<file path="config.mk">
export PLATFORM = sky130hd
export DESIGN_NAME = gcd_top
export DESIGN_NICKNAME = d
export VERILOG_FILES = /design/src/rtl/gcd_pkg.sv /design/src/rtl/gcd_top.sv /design/src/rtl/gcd_collect.sv /design/src/rtl/gcd_dispatch.sv /design/src/rtl/gcd_engine.sv
export VERILOG_INCLUDE_DIRS = /design/src /design/src/rtl
export SDC_FILE = /design/constraint.sdc
export NUM_CORES = 1
export LEC_CHECK = 0
export ABC_AREA = 1
export BUFFER_PORTS_ARGS = -buffer_cell sky130_fd_sc_hd__buf_2
export CELL_PAD_IN_SITES_DETAIL_PLACEMENT = 0
export CELL_PAD_IN_SITES_GLOBAL_PLACEMENT = 1
export CORE_UTILIZATION = 30
export DETAILED_ROUTE_END_ITERATION = 16
export PLACE_DENSITY = 0.67
export SLEW_MARGIN = 25
export SYNTH_ARGS = -nofsm -noshare
export SYNTH_HDL_FRONTEND = slang
export SYNTH_HIERARCHICAL = 1
export SYNTH_SLANG_ARGS = --single-unit
</file>
<file path="constraint.sdc">
create_clock -name clk -period 2.34 [get_ports clk]
set_input_delay 0.585 -clock clk [delete_from_list [all_inputs] [get_ports clk]]
set_output_delay 0.585 -clock clk [all_outputs]
set_load 0.005 [all_outputs]
</file>
<file path="src/rtl/gcd_macros.svh">
// width and engine count defines for the multi-engine GCD unit
// included by the package and by every RTL file
`ifndef GCD_MACROS_SVH
`define GCD_MACROS_SVH

// operand and result width
`define GCD_W       16
// engines working in parallel, 2 or more
`define GCD_ENGINES 4
// engine index width, must cover GCD_ENGINES
`define GCD_SEL_W   2

`endif
</file>
<file path="src/rtl/gcd_pkg.sv">
// shared types for the GCD unit
// modules refer to these by gcd_pkg:: scoped names
`default_nettype none

`include "gcd_macros.svh"

package gcd_pkg;

  // one operand or result word
  typedef logic [`GCD_W-1:0] gcd_operand_t;

  // one bit per engine, for valid and ready masks
  typedef logic [`GCD_ENGINES-1:0] gcd_engine_mask_t;

  // round-robin engine pointer
  typedef logic [`GCD_SEL_W-1:0] gcd_engine_sel_t;

  // engine FSM
  typedef enum logic [1:0] {
    IDLE = 2'd0,
    CALC = 2'd1,
    DONE = 2'd2
  } gcd_state_e;

endpackage

`default_nettype wire

</file>
<file path="src/rtl/gcd_top.sv">
// multi-engine GCD unit top level
// valid/ready request and response channels, results in request order
`default_nettype none
`timescale 1ns/10ps

`include "gcd_macros.svh"

module gcd_top (
  input  wire                   clk,
  input  wire                   reset,
  input  wire                   req_valid,
  output logic                  req_ready,
  input  gcd_pkg::gcd_operand_t req_a,
  input  gcd_pkg::gcd_operand_t req_b,
  output logic                  resp_valid,
  input  wire                   resp_ready,
  output gcd_pkg::gcd_operand_t resp_result
);

  // per-engine handshake masks
  gcd_pkg::gcd_engine_mask_t eng_req_valid;
  gcd_pkg::gcd_engine_mask_t eng_req_ready;
  gcd_pkg::gcd_engine_mask_t eng_resp_valid;
  gcd_pkg::gcd_engine_mask_t eng_resp_ready;

  // one result word per engine
  gcd_pkg::gcd_operand_t     eng_resp_result [0:`GCD_ENGINES-1];

  //--------------------------------------------------
  // request side
  //--------------------------------------------------

  gcd_dispatch u_dispatch (
    .clk           (clk),
    .reset         (reset),
    .req_valid     (req_valid),
    .req_ready     (req_ready),
    .eng_req_valid (eng_req_valid),
    .eng_req_ready (eng_req_ready)
  );

  //--------------------------------------------------
  // engines
  //--------------------------------------------------

  // operands broadcast, only the selected engine loads them
  for (genvar i = 0; i < `GCD_ENGINES; i++) begin : g_engine
    gcd_engine u_engine (
      .clk         (clk),
      .reset       (reset),
      .req_valid   (eng_req_valid[i]),
      .req_ready   (eng_req_ready[i]),
      .req_a       (req_a),
      .req_b       (req_b),
      .resp_valid  (eng_resp_valid[i]),
      .resp_ready  (eng_resp_ready[i]),
      .resp_result (eng_resp_result[i])
    );
  end

  //--------------------------------------------------
  // response side
  //--------------------------------------------------

  gcd_collect u_collect (
    .clk             (clk),
    .reset           (reset),
    .eng_resp_valid  (eng_resp_valid),
    .eng_resp_ready  (eng_resp_ready),
    .eng_resp_result (eng_resp_result),
    .resp_valid      (resp_valid),
    .resp_ready      (resp_ready),
    .resp_result     (resp_result)
  );

endmodule

`default_nettype wire

</file>
<file path="src/rtl/gcd_collect.sv">
// round-robin result collector
// drains engines in issue order so results leave in request order
`default_nettype none
`timescale 1ns/10ps

`include "gcd_macros.svh"

module gcd_collect (
  input  wire                       clk,
  input  wire                       reset,
  input  gcd_pkg::gcd_engine_mask_t eng_resp_valid,
  output gcd_pkg::gcd_engine_mask_t eng_resp_ready,
  input  gcd_pkg::gcd_operand_t     eng_resp_result [0:`GCD_ENGINES-1],
  output logic                      resp_valid,
  input  wire                       resp_ready,
  output gcd_pkg::gcd_operand_t     resp_result
);

  // last engine index for the wrap
  localparam gcd_pkg::gcd_engine_sel_t LAST_SEL =
    gcd_pkg::gcd_engine_sel_t'(`GCD_ENGINES - 1);

  gcd_pkg::gcd_engine_sel_t drain_ptr;
  logic                     resp_xfer;

  //--------------------------------------------------
  // output select
  //--------------------------------------------------

  // valid and data from the engine at the pointer
  assign resp_valid  = eng_resp_valid[drain_ptr];
  assign resp_result = eng_resp_result[drain_ptr];

  // other engines hold in DONE until their turn
  always_comb begin
    eng_resp_ready            = '0;
    eng_resp_ready[drain_ptr] = resp_ready;
  end

  assign resp_xfer = resp_valid && resp_ready;

  //--------------------------------------------------
  // drain pointer
  //--------------------------------------------------

  // follows the dispatcher's order, one step per result
  always_ff @(posedge clk) begin
    if (reset) begin
      drain_ptr <= '0;
    end else if (resp_xfer) begin
      if (drain_ptr == LAST_SEL) begin
        drain_ptr <= '0;
      end else begin
        drain_ptr <= drain_ptr + 1'b1;
      end
    end
  end

endmodule

`default_nettype wire

</file>
<file path="src/rtl/gcd_dispatch.sv">
// round-robin request dispatcher
// steers each incoming request to the engine at the issue pointer
`default_nettype none
`timescale 1ns/10ps

`include "gcd_macros.svh"

module gcd_dispatch (
  input  wire                       clk,
  input  wire                       reset,
  input  wire                       req_valid,
  output logic                      req_ready,
  output gcd_pkg::gcd_engine_mask_t eng_req_valid,
  input  gcd_pkg::gcd_engine_mask_t eng_req_ready
);

  // last engine index, pointer wraps after it
  localparam gcd_pkg::gcd_engine_sel_t LAST_SEL =
    gcd_pkg::gcd_engine_sel_t'(`GCD_ENGINES - 1);

  gcd_pkg::gcd_engine_sel_t issue_ptr;
  logic                     req_xfer;

  //--------------------------------------------------
  // steering
  //--------------------------------------------------

  // only the engine at the pointer sees valid
  always_comb begin
    eng_req_valid            = '0;
    eng_req_valid[issue_ptr] = req_valid;
  end

  // ready straight from the selected engine, no delay
  assign req_ready = eng_req_ready[issue_ptr];
  assign req_xfer  = req_valid && req_ready;

  //--------------------------------------------------
  // issue pointer
  //--------------------------------------------------

  always_ff @(posedge clk) begin
    if (reset) begin
      issue_ptr <= '0;
    end else if (req_xfer) begin
      // next engine, wrap at the end
      if (issue_ptr == LAST_SEL) begin
        issue_ptr <= '0;
      end else begin
        issue_ptr <= issue_ptr + 1'b1;
      end
    end
  end

endmodule

`default_nettype wire

</file>
<file path="src/rtl/gcd_engine.sv">
// single iterative GCD engine, subtract-and-swap algorithm
// takes one request, computes, then holds the result until it is taken
`default_nettype none
`timescale 1ns/10ps

`include "gcd_macros.svh"

module gcd_engine (
  input  wire                  clk,
  input  wire                  reset,
  input  wire                  req_valid,
  output logic                 req_ready,
  input  gcd_pkg::gcd_operand_t req_a,
  input  gcd_pkg::gcd_operand_t req_b,
  output logic                 resp_valid,
  input  wire                  resp_ready,
  output gcd_pkg::gcd_operand_t resp_result
);

  gcd_pkg::gcd_state_e   state;
  gcd_pkg::gcd_state_e   state_next;

  // operand registers
  gcd_pkg::gcd_operand_t a_reg;
  gcd_pkg::gcd_operand_t b_reg;

  // datapath status
  logic                  a_lt_b;
  logic                  b_zero;
  gcd_pkg::gcd_operand_t a_minus_b;

  logic                  req_xfer;
  logic                  resp_xfer;

  //--------------------------------------------------
  // control
  //--------------------------------------------------

  // only idle engines take work
  assign req_ready  = (state == gcd_pkg::IDLE);
  // result held while in DONE
  assign resp_valid = (state == gcd_pkg::DONE);

  assign req_xfer  = req_valid && req_ready;
  assign resp_xfer = resp_valid && resp_ready;

  always_comb begin
    state_next = state;
    case (state)
      gcd_pkg::IDLE: begin
        if (req_xfer) begin
          state_next = gcd_pkg::CALC;
        end
      end
      gcd_pkg::CALC: begin
        // finished once a >= b and b hit zero
        if (!a_lt_b && b_zero) begin
          state_next = gcd_pkg::DONE;
        end
      end
      gcd_pkg::DONE: begin
        if (resp_xfer) begin
          state_next = gcd_pkg::IDLE;
        end
      end
      default: begin
        state_next = gcd_pkg::IDLE;
      end
    endcase
  end

  always_ff @(posedge clk) begin
    if (reset) begin
      state <= gcd_pkg::IDLE;
    end else begin
      state <= state_next;
    end
  end

  //--------------------------------------------------
  // datapath
  //--------------------------------------------------

  // compare and subtract on the current operands
  assign a_lt_b    = (a_reg < b_reg);
  assign b_zero    = (b_reg == '0);
  assign a_minus_b = a_reg - b_reg;

  always_ff @(posedge clk) begin
    case (state)
      gcd_pkg::IDLE: begin
        // load new operands on accept
        if (req_xfer) begin
          a_reg <= req_a;
          b_reg <= req_b;
        end
      end
      gcd_pkg::CALC: begin
        if (a_lt_b) begin
          // swap so that a >= b
          a_reg <= b_reg;
          b_reg <= a_reg;
        end else if (!b_zero) begin
          a_reg <= a_minus_b;
        end
      end
      default: begin
        // DONE keeps both operands
      end
    endcase
  end

  // a holds the gcd once in DONE
  assign resp_result = a_reg;

endmodule

`default_nettype wire

</file>
### After elaboration in Yosys (flattened, before gate mapping)

Cells that the tools add are included.

| word-level totals | value |
|---|---|
| flip-flop bits (word level) | 140 |
| output and inout bits | 18 |
| logic and storage cells | 163 |

| cells by class | value |
|---|---|
| add/sub/neg operators | 6 |
| order comparisons | 9 |
| equality and inequality tests | 30 |
| multiplexer cells | 57 |
| bitwise gates (word level) | 3 |
| reductions and logical operators | 44 |

Operators by type and width:

| kind | count |
|---|---|
| $mux 16 | 22 |
| $pmux 16 s2 | 8 |
| $logic_not 16->1 | 4 |
| $lt 16x16->1 | 4 |
| $sub 16x16->16 | 4 |
| $reduce_and 3->1 | 12 |
| $bmux 16 s2 | 1 |
| $mux 2 | 14 |
| $pmux 2 s3 | 4 |
| $logic_and 1x1->1 | 16 |
| $ne 2x1->1 const B | 8 |
| $ne 2x2->1 const B | 8 |
| $eq 2x2->1 const B | 6 |
| $ne 3x2->1 const B | 4 |
| $and 4x4->4 | 2 |
| $eq 2x1->1 const B | 4 |
| $logic_not 2->1 | 4 |
| $reduce_bool 2->1 | 4 |
| $lt 2x3->1 const B | 2 |
| $add 2x1->2 const B | 2 |
| $bmux 1 s2 | 2 |
| $demux 1 s2 | 2 |
| $ge 2x1->1 const B | 2 |
| $logic_not 1->1 | 4 |
| other kinds (3) | 6 |

### Logic depth before layout (Yosys ltp)

Gate-level depths: netlist (run 1).

| logic depth | value |
|---|---|
| depth in word-level cells | 8 |
| mapped depth | 14 |
| depth with buffers taken out | 14 |

### Hierarchy

Netlist (run 1), hierarchy kept.

By module, submodules not included:

| module | times used | cells an instance | area each (µm²) | seq. area each (µm²) |
|---|---|---|---|---|
| gcd_engine (g_engine[0].u_engine ...) | 2 | 400 | 2747.6 | 1001.0 |
| gcd_engine (g_engine[2].u_engine ...) | 2 | 402 | 2700.1 | 1001.0 |
| gcd_collect | 1 | 127 | 693.2 | 40.0 |
| gcd_dispatch | 1 | 37 | 236.5 | 40.0 |

### Worst setup path after synthesis (run 1)

Ideal clock, no wire load.

| timing | value |
|---|---|
| kind | register to register |
| from | register g_engine[2].u_engine.b_reg[0] |
| to | register g_engine[2].u_engine.a_reg[0], enable pin |
| setup time | 0.423 ns |
| data arrival time | 1.934 ns |
| data required time | 1.917 ns |
| slack | -0.016 ns |
| stages on the path, launching flop included | 11 |
| path buffers | 0 |
| path through | edfxtp_1 -> ha_1 -> fa_1 -> inv_1 -> nand2_1 -> nand2_1 -> nand3_1 -> nand2_2 -> nand2_2 -> nand3_2 -> nand3_1 |

| between the ends | value |
|---|---|
| longest elaborated chain between the ends | 3 |
| elaborated cells on any way between the ends | 4 |

RTL lines:

| item | line | RTL |
|---|---|---|
| start, declared | gcd_engine.sv:25 | `gcd_pkg::gcd_operand_t b_reg;` |
| start signal, assigned | gcd_engine.sv:95 | `b_reg <= req_b;` |
| start signal, assigned | gcd_engine.sv:102 | `b_reg <= a_reg;` |
| $lt 16x16->1 / $logic_not 16->1 (equally long branches) | gcd_engine.sv:85, gcd_engine.sv:86 |  |
| $ne 3x2->1 (no line) (*) | -- |  |
| $reduce_and 3->1 (no line) (*) | -- |  |
| end signal, assigned | gcd_engine.sv:94 | `a_reg <= req_a;` |
| end signal, assigned | gcd_engine.sv:101 | `a_reg <= b_reg;` |
| end signal, assigned | gcd_engine.sv:104 | `a_reg <= a_minus_b;` |
| end, declared | gcd_engine.sv:24 | `gcd_pkg::gcd_operand_t a_reg;` |

Mark *: on every way between the ends. The rest lies on a longest branch, timed or not.
A chain may end at the register's enable or synchronous reset.

### Worst setup path after layout (run 1)

| timing | value |
|---|---|
| from | register g_engine[2].u_engine.a_reg[10] |
| to | output resp_result[10] |

| between the ends | value |
|---|---|
| longest elaborated chain between the ends | 3 |

RTL lines:

| item | line | RTL |
|---|---|---|
| $bmux 16 s2 | gcd_collect.sv:32 | `assign resp_result = eng_resp_result[drain_ptr];` |
| $mux 16 (not written as such) (2 in a row) | gcd_collect.sv:32 |  |
| end, declared | gcd_top.sv:17 | `output gcd_pkg::gcd_operand_t resp_result` |

No other way between the ends. The select of a mux whose other input is x is not followed.

==> impl_metrics.csv, run 1 <==
group,metric,value,unit
synth,synth.distinct_cells,36,
timing,setup_tns,0,ps
timing,fin_skew,8.78,ps
final_layout,syn2layout_area_growth,18.9,%
drt,num_vias,11444,
setup_path,cp_max_fo,2,
timing,period_needed,2320,ps
floorplan,placementRows,72,
worst_hold_path,worstHoldStart,"req_valid",
placed_design,dp_hpwl,34400,um
cts,cts_made_buffers,17,
global_route,grt_max_degree,39,
floorplan,core,38700,sq um
setup_path,crit_type,"reg2out",
synth,postSynthCellCount,1768,
floorplan,die_area,40200,sq um
worst_hold_path,whs_path_depth,4,
synth,synth_edf_count,128,
drt,routed_wl,43300,um
timing,slew-limit-headroom,55.5,%
timing,timing.fmax,432,MHz
cts,clock-sinks,140,
drt,drc,0,
synth,ys_seq_area_share,34.5,%
final_layout,mostFrequentLayoutCell,"nand2_1",
setup_path,reg2reg_to,"g_engine[1].u_engine/resp_result[12]$_DFFE_PP_",
setup_path,r2r-start,"g_engine[1].u_engine/resp_result[13]$_DFFE_PP_",
final_layout,nets,1990,
timing,drv_slew,0,
drt,routed_via_density,4.75,
timing,holdWs,513,ps
cts,clk_latency,440,ps
drt,drt_pass1_iterations,5,
final_layout,multi_input_area,6530,sq um
synth,syn-num-nets,1880,
timing,setup_viol,0,
drt,wire_per_inst,18.0,um
cts,cts_hold_buf,0,
worst_hold_path,hold_class,"in2reg",
final_layout,final-seq-area,4090,sq um
timing,hold_violations,0,
final_layout,final_cell_mix,"739 x nand2_1, 305 x inv_1, 128 x edfxtp_1",
cts,cts_tree,"done",
cts,cts_buffer_depth,2,
synth,ys.flop_type,"edfxtp_1",
floorplan,io_pins,54,
floorplan,die_w,201,um
final_layout,n_antenna_cell,0,
floorplan,start_util,30.5,%
global_route,grt_antenna_before_repair,0,
job,cap_violations,0,
power_and_ir_drop,power_leakage,7.37,nW
global_route,grt_pass1_vias,10527,
placed_design,gp_congestion,0.975,
status,outcome,"completed",
timing,worstMarginPinSlew,666,ps
synth,ys_ff_latch,140,
worst_hold_path,hold_end,"u_dispatch/issue_ptr[1]$_SDFFE_PP0P_",
synth,async_reset_ff_share,0,%
power_and_ir_drop,peakVddDrop,0.000554,V
setup_path,worst-r2r-setup-slack,110,ps
drt,ant_nets,0,
timing,rsz0062_at_grt,"true",
drt,drt_iter0_markers,1047,
global_route,overflow,0,
setup_path,worstPathRequired,1750,ps
setup_path,r2r_cells,11,
cts,cts.clk_slew.worst_paths,60,ps
setup_path,worstPathArrival,1730,ps
floorplan,die_h,201,um
setup_path,worst_setup_path_start_kind,"register",
cts,root_buffer,"clkbuf_16",
placed_design,io_buffers,53,
final_layout,layout-drive-gt1-share,13.4,%
synth,synth.cell_area,11800,sq um
power_and_ir_drop,power.density,1590,nW/um^2
global_route,grt_pass1_wl,64900,um
timing,fin_crit_sh,99.0,%
synth,yosysWarningCount,6,
setup_path,cp-end-kind,"output port",
final_layout,num-fill-cells,4179,
global_route,grt_usage,21.6,%
cts,htreeDepth,4,
synth,syn_avg_cell_area,6.69,sq um
cells in the mapped netlist, types with 11 or more instances:
cell | instances | area [sq um]
dfxtp_1 | 12 | 240
o22ai_1 | 16 | 100
ha_1 | 72 | 901
inv_2 | 11 | 41.3
inv_1 | 309 | 1160
edfxtp_1 | 128 | 3840
a21oi_1 | 40 | 200
nand2_2 | 16 | 100
clkbuf_1 | 14 | 52.6
o21ai_0 | 46 | 230
o21ai_1 | 12 | 60.1
nand3_1 | 110 | 551
nand3_2 | 12 | 120
nand4_1 | 18 | 113
xor2_1 | 24 | 210
buf_2 | 14 | 70.1
nand2_1 | 742 | 2790
nor2_1 | 94 | 353
critical path: stages (launching register included):
cell and delay, ps:
edfxtp_1 400, buf_4 180, o21ai_0 380, o22ai_1 180
buf_2 160
routing by layer:
| metal | vias up | share of wire, % | track usage [%] |
|---|---|---|---|
| li1 | 5746 | - | - |
| met1 | 5293 | 47 | 30.2 |
| met2 | 353 | 45 | 33.9 |
| met3 | 52 | 5.2 | 3.17 |
| met4 | 0 | 3.3 | 7.36 |
| met5 | - | 0 | 0 |
kinds of logic (layout without fill, tap and decap cells):
logic type | Yosys count | after routing | synth area share [%]
and+or+nand+nor | 1034 | 1034 | 36.8
buffers and inverters | 360 | 483 | 12.0
DFF | 140 | 140 | 34.5
AOI/OAI and AO/OA | 130 | 130 | 6.31
adders and majority gates | 76 | 76 | 8.30
xor gates and xnor gates | 28 | 28 | 2.07
through the flow:
stage / total power, mW / setup WS [ps] / cells / utilization (%) / instance area (sq um)
after floorplan: 14.1 / 82.4 / 1768 / - / 11800
after global placement: 18.7 / 73.6 / 2366 / 33.9 / 13100
after detailed placement: 18.7 / 70.1 / 2366 / 33.9 / 13100
after global routing: 24.4 / -7.54 / 2409 / 36.3 / 14100
after CTS: 21.8 / -76.1 / 2398 / 35.6 / 13800
final: 22.4 / 22.6 / 2409 / 36.3 / 14100
final cells by class:
class,count,area share (%)
Clock buffer,21,3.28
Clock inverter,11,1.18
Inverter,324,8.83
Multi-Input combinational cell,1268,46.4
Sequential cell,140,29.1
Tap cell,518,4.61
Timing Repair Buffer,127,6.60
power breakdown:
part | internal (mW) | switching [mW]
sequential | 4.29 | 0.806
combinational | 5.12 | 9.23
clock | 1.84 | 1.11
worst max path at each step:
stage	slack (ps)	to	cells after the start	startpoint
CTS	-80	resp_result[12]	4	g_engine[2].u_engine/resp_result[12]$_DFFE_PP_
global placement	70	g_engine[1].u_engine/resp_result[15]$_DFFE_PP_	12	g_engine[1].u_engine/b_reg[0]$_DFFE_PP_
global route	-8	g_engine[1].u_engine/resp_result[9]$_DFFE_PP_	11	g_engine[1].u_engine/resp_result[10]$_DFFE_PP_
finish	20	resp_result[10]	4	g_engine[2].u_engine/resp_result[10]$_DFFE_PP_
floorplan	80	g_engine[0].u_engine/b_reg[0]$_DFFE_PP_	11	g_engine[0].u_engine/resp_result[0]$_DFFE_PP_
detailed placement	70	g_engine[2].u_engine/resp_result[9]$_DFFE_PP_	11	g_engine[2].u_engine/b_reg[0]$_DFFE_PP_
timing repair:
item | 4_1_cts | 5_1_grt
resized for setup | 12 | 36
pin swaps | 0 | 5
endpoints found under the setup margin | 16 | 173
setup buffers | 0 | 11
No activity file was read; power rests on OpenSTA's default activity.
==> inputs of run 2 (changes only) <==
--- a/config.mk
+++ b/config.mk
@@ -10,9 +10,9 @@
 export BUFFER_PORTS_ARGS = -buffer_cell sky130_fd_sc_hd__buf_2
 export CELL_PAD_IN_SITES_DETAIL_PLACEMENT = 0
 export CELL_PAD_IN_SITES_GLOBAL_PLACEMENT = 1
-export CORE_UTILIZATION = 30
+export CORE_UTILIZATION = 38
 export DETAILED_ROUTE_END_ITERATION = 16
-export PLACE_DENSITY = 0.67
+export PLACE_DENSITY = 0.8
 export SLEW_MARGIN = 25
 export SYNTH_ARGS = -nofsm -noshare
 export SYNTH_HDL_FRONTEND = slang
==> run 2 against run 1 <==
  * Setup slack worse by 21 ps
  * Routed wire length is 8.1% lower
  * Count of clock-buffer cells in the layout is 4 lower
  * First-iteration DRC count is 5.1% higher
  * Hold slack better by 4.0 ps
  * Final area is 3.3% lower
  * Clock skew is 4.5 ps higher
  * Final cell count is 6.2% lower
  * Critical endpoint is now resp_result[14]
==> impl_metrics.csv, run 2 (synthesized netlist as in run 1, its figures left out) <==
group,metric,value,unit
final_layout,mostFrequentLayoutCell,"nand2_1",
floorplan,die_w,178,um
setup_path,cp-end-kind,"output port",
cts,cts_buffer_depth,2,
final_layout,nets,1962,
final_layout,syn2layout_area_growth,14.9,%
setup_path,crit_start,"u_collect/drain_ptr[0]$_SDFFE_PP0P_",
status,outcome,"completed",
timing,slew-limit-headroom,33.9,%
setup_path,worstPathArrival,1750,ps
timing,drv_slew,0,
placed_design,io_buffers,53,
setup_path,crit_type,"reg2out",
cts,root_buffer,"clkbuf_16",
worst_hold_path,hold_class,"in2reg",
cts,cts.clk_slew.worst_paths,60,ps
setup_path,worst_setup_path_start_kind,"register",
setup_path,worst-r2r-setup-slack,90,ps
global_route,grt_antenna_before_repair,0,
drt,num_vias,11289,
placed_design,dp_cells,2218,
floorplan,die_area,31800,sq um
timing,timing.fmax,428,MHz
cts,cts_tree,"done",
setup_path,r2r-start,"g_engine[1].u_engine/b_reg[0]$_DFFE_PP_",
power_and_ir_drop,power.density,1590,nW/um^2
global_route,grt_pass1_vias,10056,
cts,cts_made_buffers,17,
final_layout,layout-drive-gt1-share,11.9,%
timing,fin_crit_sh,99.9,%
floorplan,die_h,178,um
setup_path,endpoint,"resp_result[14]",
setup_path,reg2reg_to,"g_engine[1].u_engine/resp_result[12]$_DFFE_PP_",
timing,setup_viol,0,
placed_design,dp_hpwl,31200,um
cts,cts_hold_buf,0,
floorplan,core,30600,sq um
global_route,grt_usage,25.2,%
timing,period_needed,2340,ps
drt,wire_per_inst,17.6,um
setup_path,cp_max_fo,19,
drt,routed_via_density,5.00,
timing,worstMarginPinSlew,986,ps
floorplan,placementRows,64,
power_and_ir_drop,peakVddDrop,0.000774,V
cts,clock-sinks,140,
drt,drc,0,
timing,fin_skew,13.3,ps
floorplan,io_pins,54,
setup_path,worstPathRequired,1750,ps
setup_path,r2r_cells,11,
power_and_ir_drop,power_leakage,7.23,nW
final_layout,instances_no_fill,2259,
timing,rsz0062_at_grt,"false",
cts,htreeDepth,4,
global_route,grt_max_degree,39,
drt,routed_wl,39800,um
drt,drt_iter0_markers,1100,
floorplan,start_util,38.7,%
global_route,overflow,0,
drt,drt_pass1_iterations,5,
power_and_ir_drop,p_total,21.6,mW
cts,clk_latency,430,ps
global_route,grt_pass1_wl,59200,um
placed_design,place_area,12800,sq um
timing,hold_violations,0,
placed_design,gp_congestion,1.03,
final_layout,n_antenna_cell,0,
drt,ant_nets,0,
final_layout,fin_area,13600,sq um
timing,setup_tns,0,ps
job,cap_violations,0,
final_layout,final_cell_mix,"738 x nand2_1, 307 x inv_1, 128 x edfxtp_1",
run 2: critical path: stages, from the launching register on:
cell	delay (ps)
dfxtp_4	370
buf_12	160
o21ai_0	460
o22ai_1	170
buf_2	150
run 2: area by class of cell:
cell class | count | area (sq um)
Tap cell | 396 | 495
Inverter | 324 | 1240
Timing Repair Buffer | 99 | 719
Fill cell | 3150 | 17000
Multi-Input combinational cell | 1268 | 6440
Clock buffer | 17 | 425
Clock inverter | 15 | 173
Sequential cell | 140 | 4090
run 2: how the worst min path moves through the flow:
| stage | endpoint | cells after the start | start |
|---|---|---|---|
| global route | u_dispatch/issue_ptr[1]$_SDFFE_PP0P_ | 4 | req_valid |
| floorplan | g_engine[0].u_engine/state[1]$_SDFFE_PP0P_ | 2 | g_engine[0].u_engine/state[1]$_SDFFE_PP0P_ |
| CTS | u_dispatch/issue_ptr[1]$_SDFFE_PP0P_ | 4 | req_valid |
| finish | u_dispatch/issue_ptr[1]$_SDFFE_PP0P_ | 4 | req_valid |
| detailed placement | g_engine[1].u_engine/state[1]$_SDFFE_PP0P_ | 2 | g_engine[1].u_engine/state[1]$_SDFFE_PP0P_ |
| global placement | g_engine[1].u_engine/state[1]$_SDFFE_PP0P_ | 2 | g_engine[1].u_engine/state[1]$_SDFFE_PP0P_ |
run 2: layer usage:
metal	track usage (%)	share of wire (%)	vias to the layer above
met1	37.6	47	5082
met4	9.60	3.7	0
li1	-	-	5690
met3	3.58	7.7	64
met5	0	0	-
met2	36.2	42	453
run 2: per-stage QoR:
step	utilization, %	hold slack, ps	setup WS (ps)
6_report	44.4	517	1.95
5_1_grt	44.4	539	4.25
4_1_cts	43.9	515	-0.217
3_5_place_dp	41.7	518	-31.9
3_3_place_gp	41.7	516	-61.7
2_1_floorplan	-	492	82.4
run 2: where the power goes:
group | switching, mW | leakage, nW | internal, mW
registers | 0.872 | 1.29 | 4.30
clock network | 1.11 | 0.290 | 1.67
logic | 8.85 | 5.65 | 4.76
total | 10.8 | 7.23 | 10.7
run 2: what timing repair did:
action                     4_1_cts  5_1_grt
resized for setup               12       28
pin swaps                        1        7
cloned                           0        1
setup endpoints to repair       20      199
setup buffers                    3        5
==> inputs of run 3 (changes only) <==
--- a/config.mk
+++ b/config.mk
@@ -7,14 +7,14 @@
 export NUM_CORES = 1
 export LEC_CHECK = 0
 export ABC_AREA = 1
-export BUFFER_PORTS_ARGS = -buffer_cell sky130_fd_sc_hd__buf_2
 export CELL_PAD_IN_SITES_DETAIL_PLACEMENT = 0
 export CELL_PAD_IN_SITES_GLOBAL_PLACEMENT = 1
 export CORE_UTILIZATION = 38
+export CTS_BUF_LIST = sky130_fd_sc_hd__clkbuf_4 sky130_fd_sc_hd__clkbuf_8
 export DETAILED_ROUTE_END_ITERATION = 16
-export PLACE_DENSITY = 0.8
+export DONT_BUFFER_PORTS = 1
+export PLACE_DENSITY = 0.78
 export SLEW_MARGIN = 25
 export SYNTH_ARGS = -nofsm -noshare
 export SYNTH_HDL_FRONTEND = slang
-export SYNTH_HIERARCHICAL = 1
 export SYNTH_SLANG_ARGS = --single-unit
==> run 3 against run 2 <==
  * The run now ends with negative setup slack left
  * Total power shrank 11%
  * Final cell count increased by 6.0%
  * Non-clock buffer count is 56 higher
  * Hold slack worse by 340 ps
  * Flip-flop and latch count stayed put
  * Critical path type is now reg2reg
  * Largest power group unchanged
==> impl_metrics.csv, run 3 <==
group,metric,value,unit
final_layout,fin_area,14300,sq um
setup_path,worst_setup_path_start_kind,"register",
floorplan,io_pins,54,
power_and_ir_drop,power_leakage,7.52,nW
timing,timing.fmax,425,MHz
status,violations,"negative setup slack",
synth,syn-num-nets,1984,
synth,netlist.area_leader.share,31.8,%
synth,yosys-top-cells-area,"edfxtp_1 32%, nand2_1 24%, inv_1 10%, ha_1 7.5%, nand3_1 7.3%",
cts,clk_latency,470,ps
status,outcome,"finished with violations",
timing,fin_crit_sh,100,%
final_layout,instances_no_fill,2395,
global_route,grt_pass1_wl,63300,um
setup_path,worstPathCellList,"ha_4 -> fa_2 -> inv_2 -> nand3_2 -> nand3_2 -> nand2_2 -> nand2_2 -> nand2_2 -> nand2_4 -> nand3b_4 -> nand2_4 -> clkinvlp_4 -> clkbuf_16",
synth,synth.cell_area,12100,sq um
final_layout,postLayoutCoreUtil,46.3,%
synth,syn_avg_cell_area,6.46,sq um
floorplan,die_area,32500,sq um
floorplan,die_w,180,um
placed_design,dp_cells,2343,
timing,fin_skew,15.8,ps
timing,period_needed,2350,ps
setup_path,cp-end-kind,"register",
synth,postSynthCellCount,1872,
global_route,overflow,0,
job,cap_violations,0,
synth,ys.flop_type,"edfxtp_1",
synth,ys_seq_area_share,33.8,%
setup_path,critPathMostFrequentCell,"nand2_2",
drt,routed_via_density,5.02,
drt,ant_nets,0,
power_and_ir_drop,power.density,1340,nW/um^2
drt,drc,0,
placed_design,io_buffers,0,
setup_path,crit_start,"g_engine[1].u_engine.b_reg[0]$_DFFE_PP_",
final_layout,layout-drive-gt1-share,12.9,%
setup_path,reg2reg_to,"g_engine[1].u_engine.resp_result[9]$_DFFE_PP_",
timing,drv_slew,0,
cts,cts.clk_slew.worst_paths,90,ps
cts,htreeDepth,4,
final_layout,mostFrequentLayoutCell,"nand2_1",
synth,synth_edf_count,128,
timing,hold_violations,0,
cts,cts_buffer_depth,2,
final_layout,syn2layout_area_growth,18.2,%
floorplan,core,30900,sq um
placed_design,gp_congestion,0.947,
cts,cts_made_buffers,17,
setup_path,cp_slowest_cell,"edfxtp_1",
drt,drt_iter0_markers,1017,
timing,worstMarginPinSlew,917,ps
final_layout,n_antenna_cell,0,
timing,holdWs,172,ps
timing,setup_viol,8,
floorplan,placementRows,64,
drt,wire_per_inst,17.2,um
global_route,grt_usage,25.3,%
global_route,grt_max_degree,39,
power_and_ir_drop,peakVddDrop,0.000958,V
floorplan,start_util,39.1,%
setup_path,r2r_cells,13,
global_route,grt_antenna_before_repair,0,
placed_design,place_area,13400,sq um
setup_path,critPathMaxStageDelay,430,ps
synth,synth_top_area_cell,"edfxtp_1",
synth,async_reset_ff_share,0,%
setup_path,r2r-start,"g_engine[1].u_engine.b_reg[0]$_DFFE_PP_",
setup_path,worstPathRequired,2570,ps
floorplan,die_h,180,um
cts,root_buffer,"clkbuf_8",
cts,clock-sinks,140,
worst_hold_path,hold_end,"g_engine[1].u_engine.state[1]$_SDFFE_PP0P_",
setup_path,crit_type,"reg2reg",
worst_hold_path,hold_class,"in2reg",
drt,num_vias,12027,
worst_hold_path,whs_path_depth,1,
drt,drt_pass1_iterations,7,
timing,post-route-worst-setup-slack,-10.7,ps
worst_hold_path,worstHoldStart,"reset",
synth,ys_ff_latch,140,
synth,yosysWarningCount,0,
placed_design,dp_hpwl,32400,um
setup_path,cp_max_fo,8,
synth,synth.distinct_cells,34,
timing,slew-limit-headroom,38.8,%
setup_path,worstPathArrival,2580,ps
setup_path,worst-r2r-setup-slack,-10,ps
final_layout,final_cell_mix,"752 x nand2_1, 330 x inv_1, 170 x nand3_1",
timing,rsz0062_at_grt,"true",
final_layout,nets,2099,
cts,cts_tree,"done",
global_route,grt_pass1_vias,11313,
synth,ys_top_cells_by_count,"762 x nand2_1, 335 x inv_1, 176 x nand3_1, 128 x edfxtp_1, 101 x nor2_1",
drt,routed_wl,41300,um
synth,yosysMostFrequentCell,"nand2_1",
run 3: cell count changes in the layout (fill, tap and decap cells not counted), moves of 14 or more:
cell	previous run	this run
inv_1	307	330
xor2_1	24	10
clkbuf_16	18	1
nand2_1	738	752
buf_4	37	135
nand3_1	106	170
buf_2	53	1
o21ai_0	42	62
clkbuf_8	0	17
run 3: power by group:
| group | switching (mW) | internal, mW |
|---|---|---|
| logic | 7.75 | 4.84 |
| clock network | 1.11 | 1.07 |
| registers | 0.497 | 3.88 |
| total | 9.36 | 9.79 |
run 3: per-layer routing:
| metal | part of all wire (%) | track usage (%) | up-vias |
|---|---|---|---|
| met2 | 45 | 41.4 | 417 |
| met1 | 43 | 33.2 | 5438 |
| met3 | 7.2 | 4.12 | 81 |
| li1 | - | - | 6091 |
| met4 | 4.0 | 10.6 | 0 |
| met5 | 0 | 0 | - |
run 3: critical path: cells and delay by family, from the launching register on:
family / cells / cell delay [ps]
adders and majority gates: 2 / 600
buffers and inverters: 3 / 400
DFF: 1 / 430
and+or+nand+nor: 8 / 670
run 3: layout make-up:
class | count | area (sq um)
tap | 396 | 495
sequential | 140 | 4090
clock buffer | 17 | 234
inverter | 335 | 1260
fill | 3203 | 16600
multi-input combinational | 1338 | 6700
timing repair buffer | 155 | 1340
clock inverter | 14 | 185
run 3: stage by stage:
stage | setup slack, ps | setup TNS (ps) | total power, mW
3_5_place_dp | -65.3 | -1730 | 16.1
4_1_cts | 6.51 | 0 | 18.4
2_1_floorplan | 2.46 | 0 | 12.2
6_report | -10.7 | -69.8 | 19.1
3_3_place_gp | -5.08 | -62.5 | 16.0
5_1_grt | -77.8 | -1220 | 20.8
run 3: cells by family (layout without fill, tap and decap cells):
family	count (synthesis)	in the layout	share of synthesized area (%)
simple gates	1103	1103	37.4
buf+inv	394	521	12.9
flops	140	140	33.8
compound gates	136	136	6.07
fa+ha+maj	76	76	8.11
xor+xnor	23	23	1.67
run 3: repair_timing:
item                                    in CTS  in global routing
pin swaps                                    2                 10
gates cloned                                 0                  2
buffers inserted                             3                 16
hold buffers                                 0                  0
resized for setup                           12                 44
endpoints found under the setup margin      94                198
run 3: worst max-delay path by stage:
stage                                                    end
6_report       g_engine[1].u_engine.resp_result[9]$_DFFE_PP_
5_1_grt        g_engine[1].u_engine.resp_result[9]$_DFFE_PP_
4_1_cts             g_engine[3].u_engine.b_reg[11]$_DFFE_PP_
3_5_place_dp   g_engine[0].u_engine.resp_result[3]$_DFFE_PP_
3_3_place_gp   g_engine[0].u_engine.resp_result[3]$_DFFE_PP_
2_1_floorplan  g_engine[1].u_engine.resp_result[0]$_DFFE_PP_
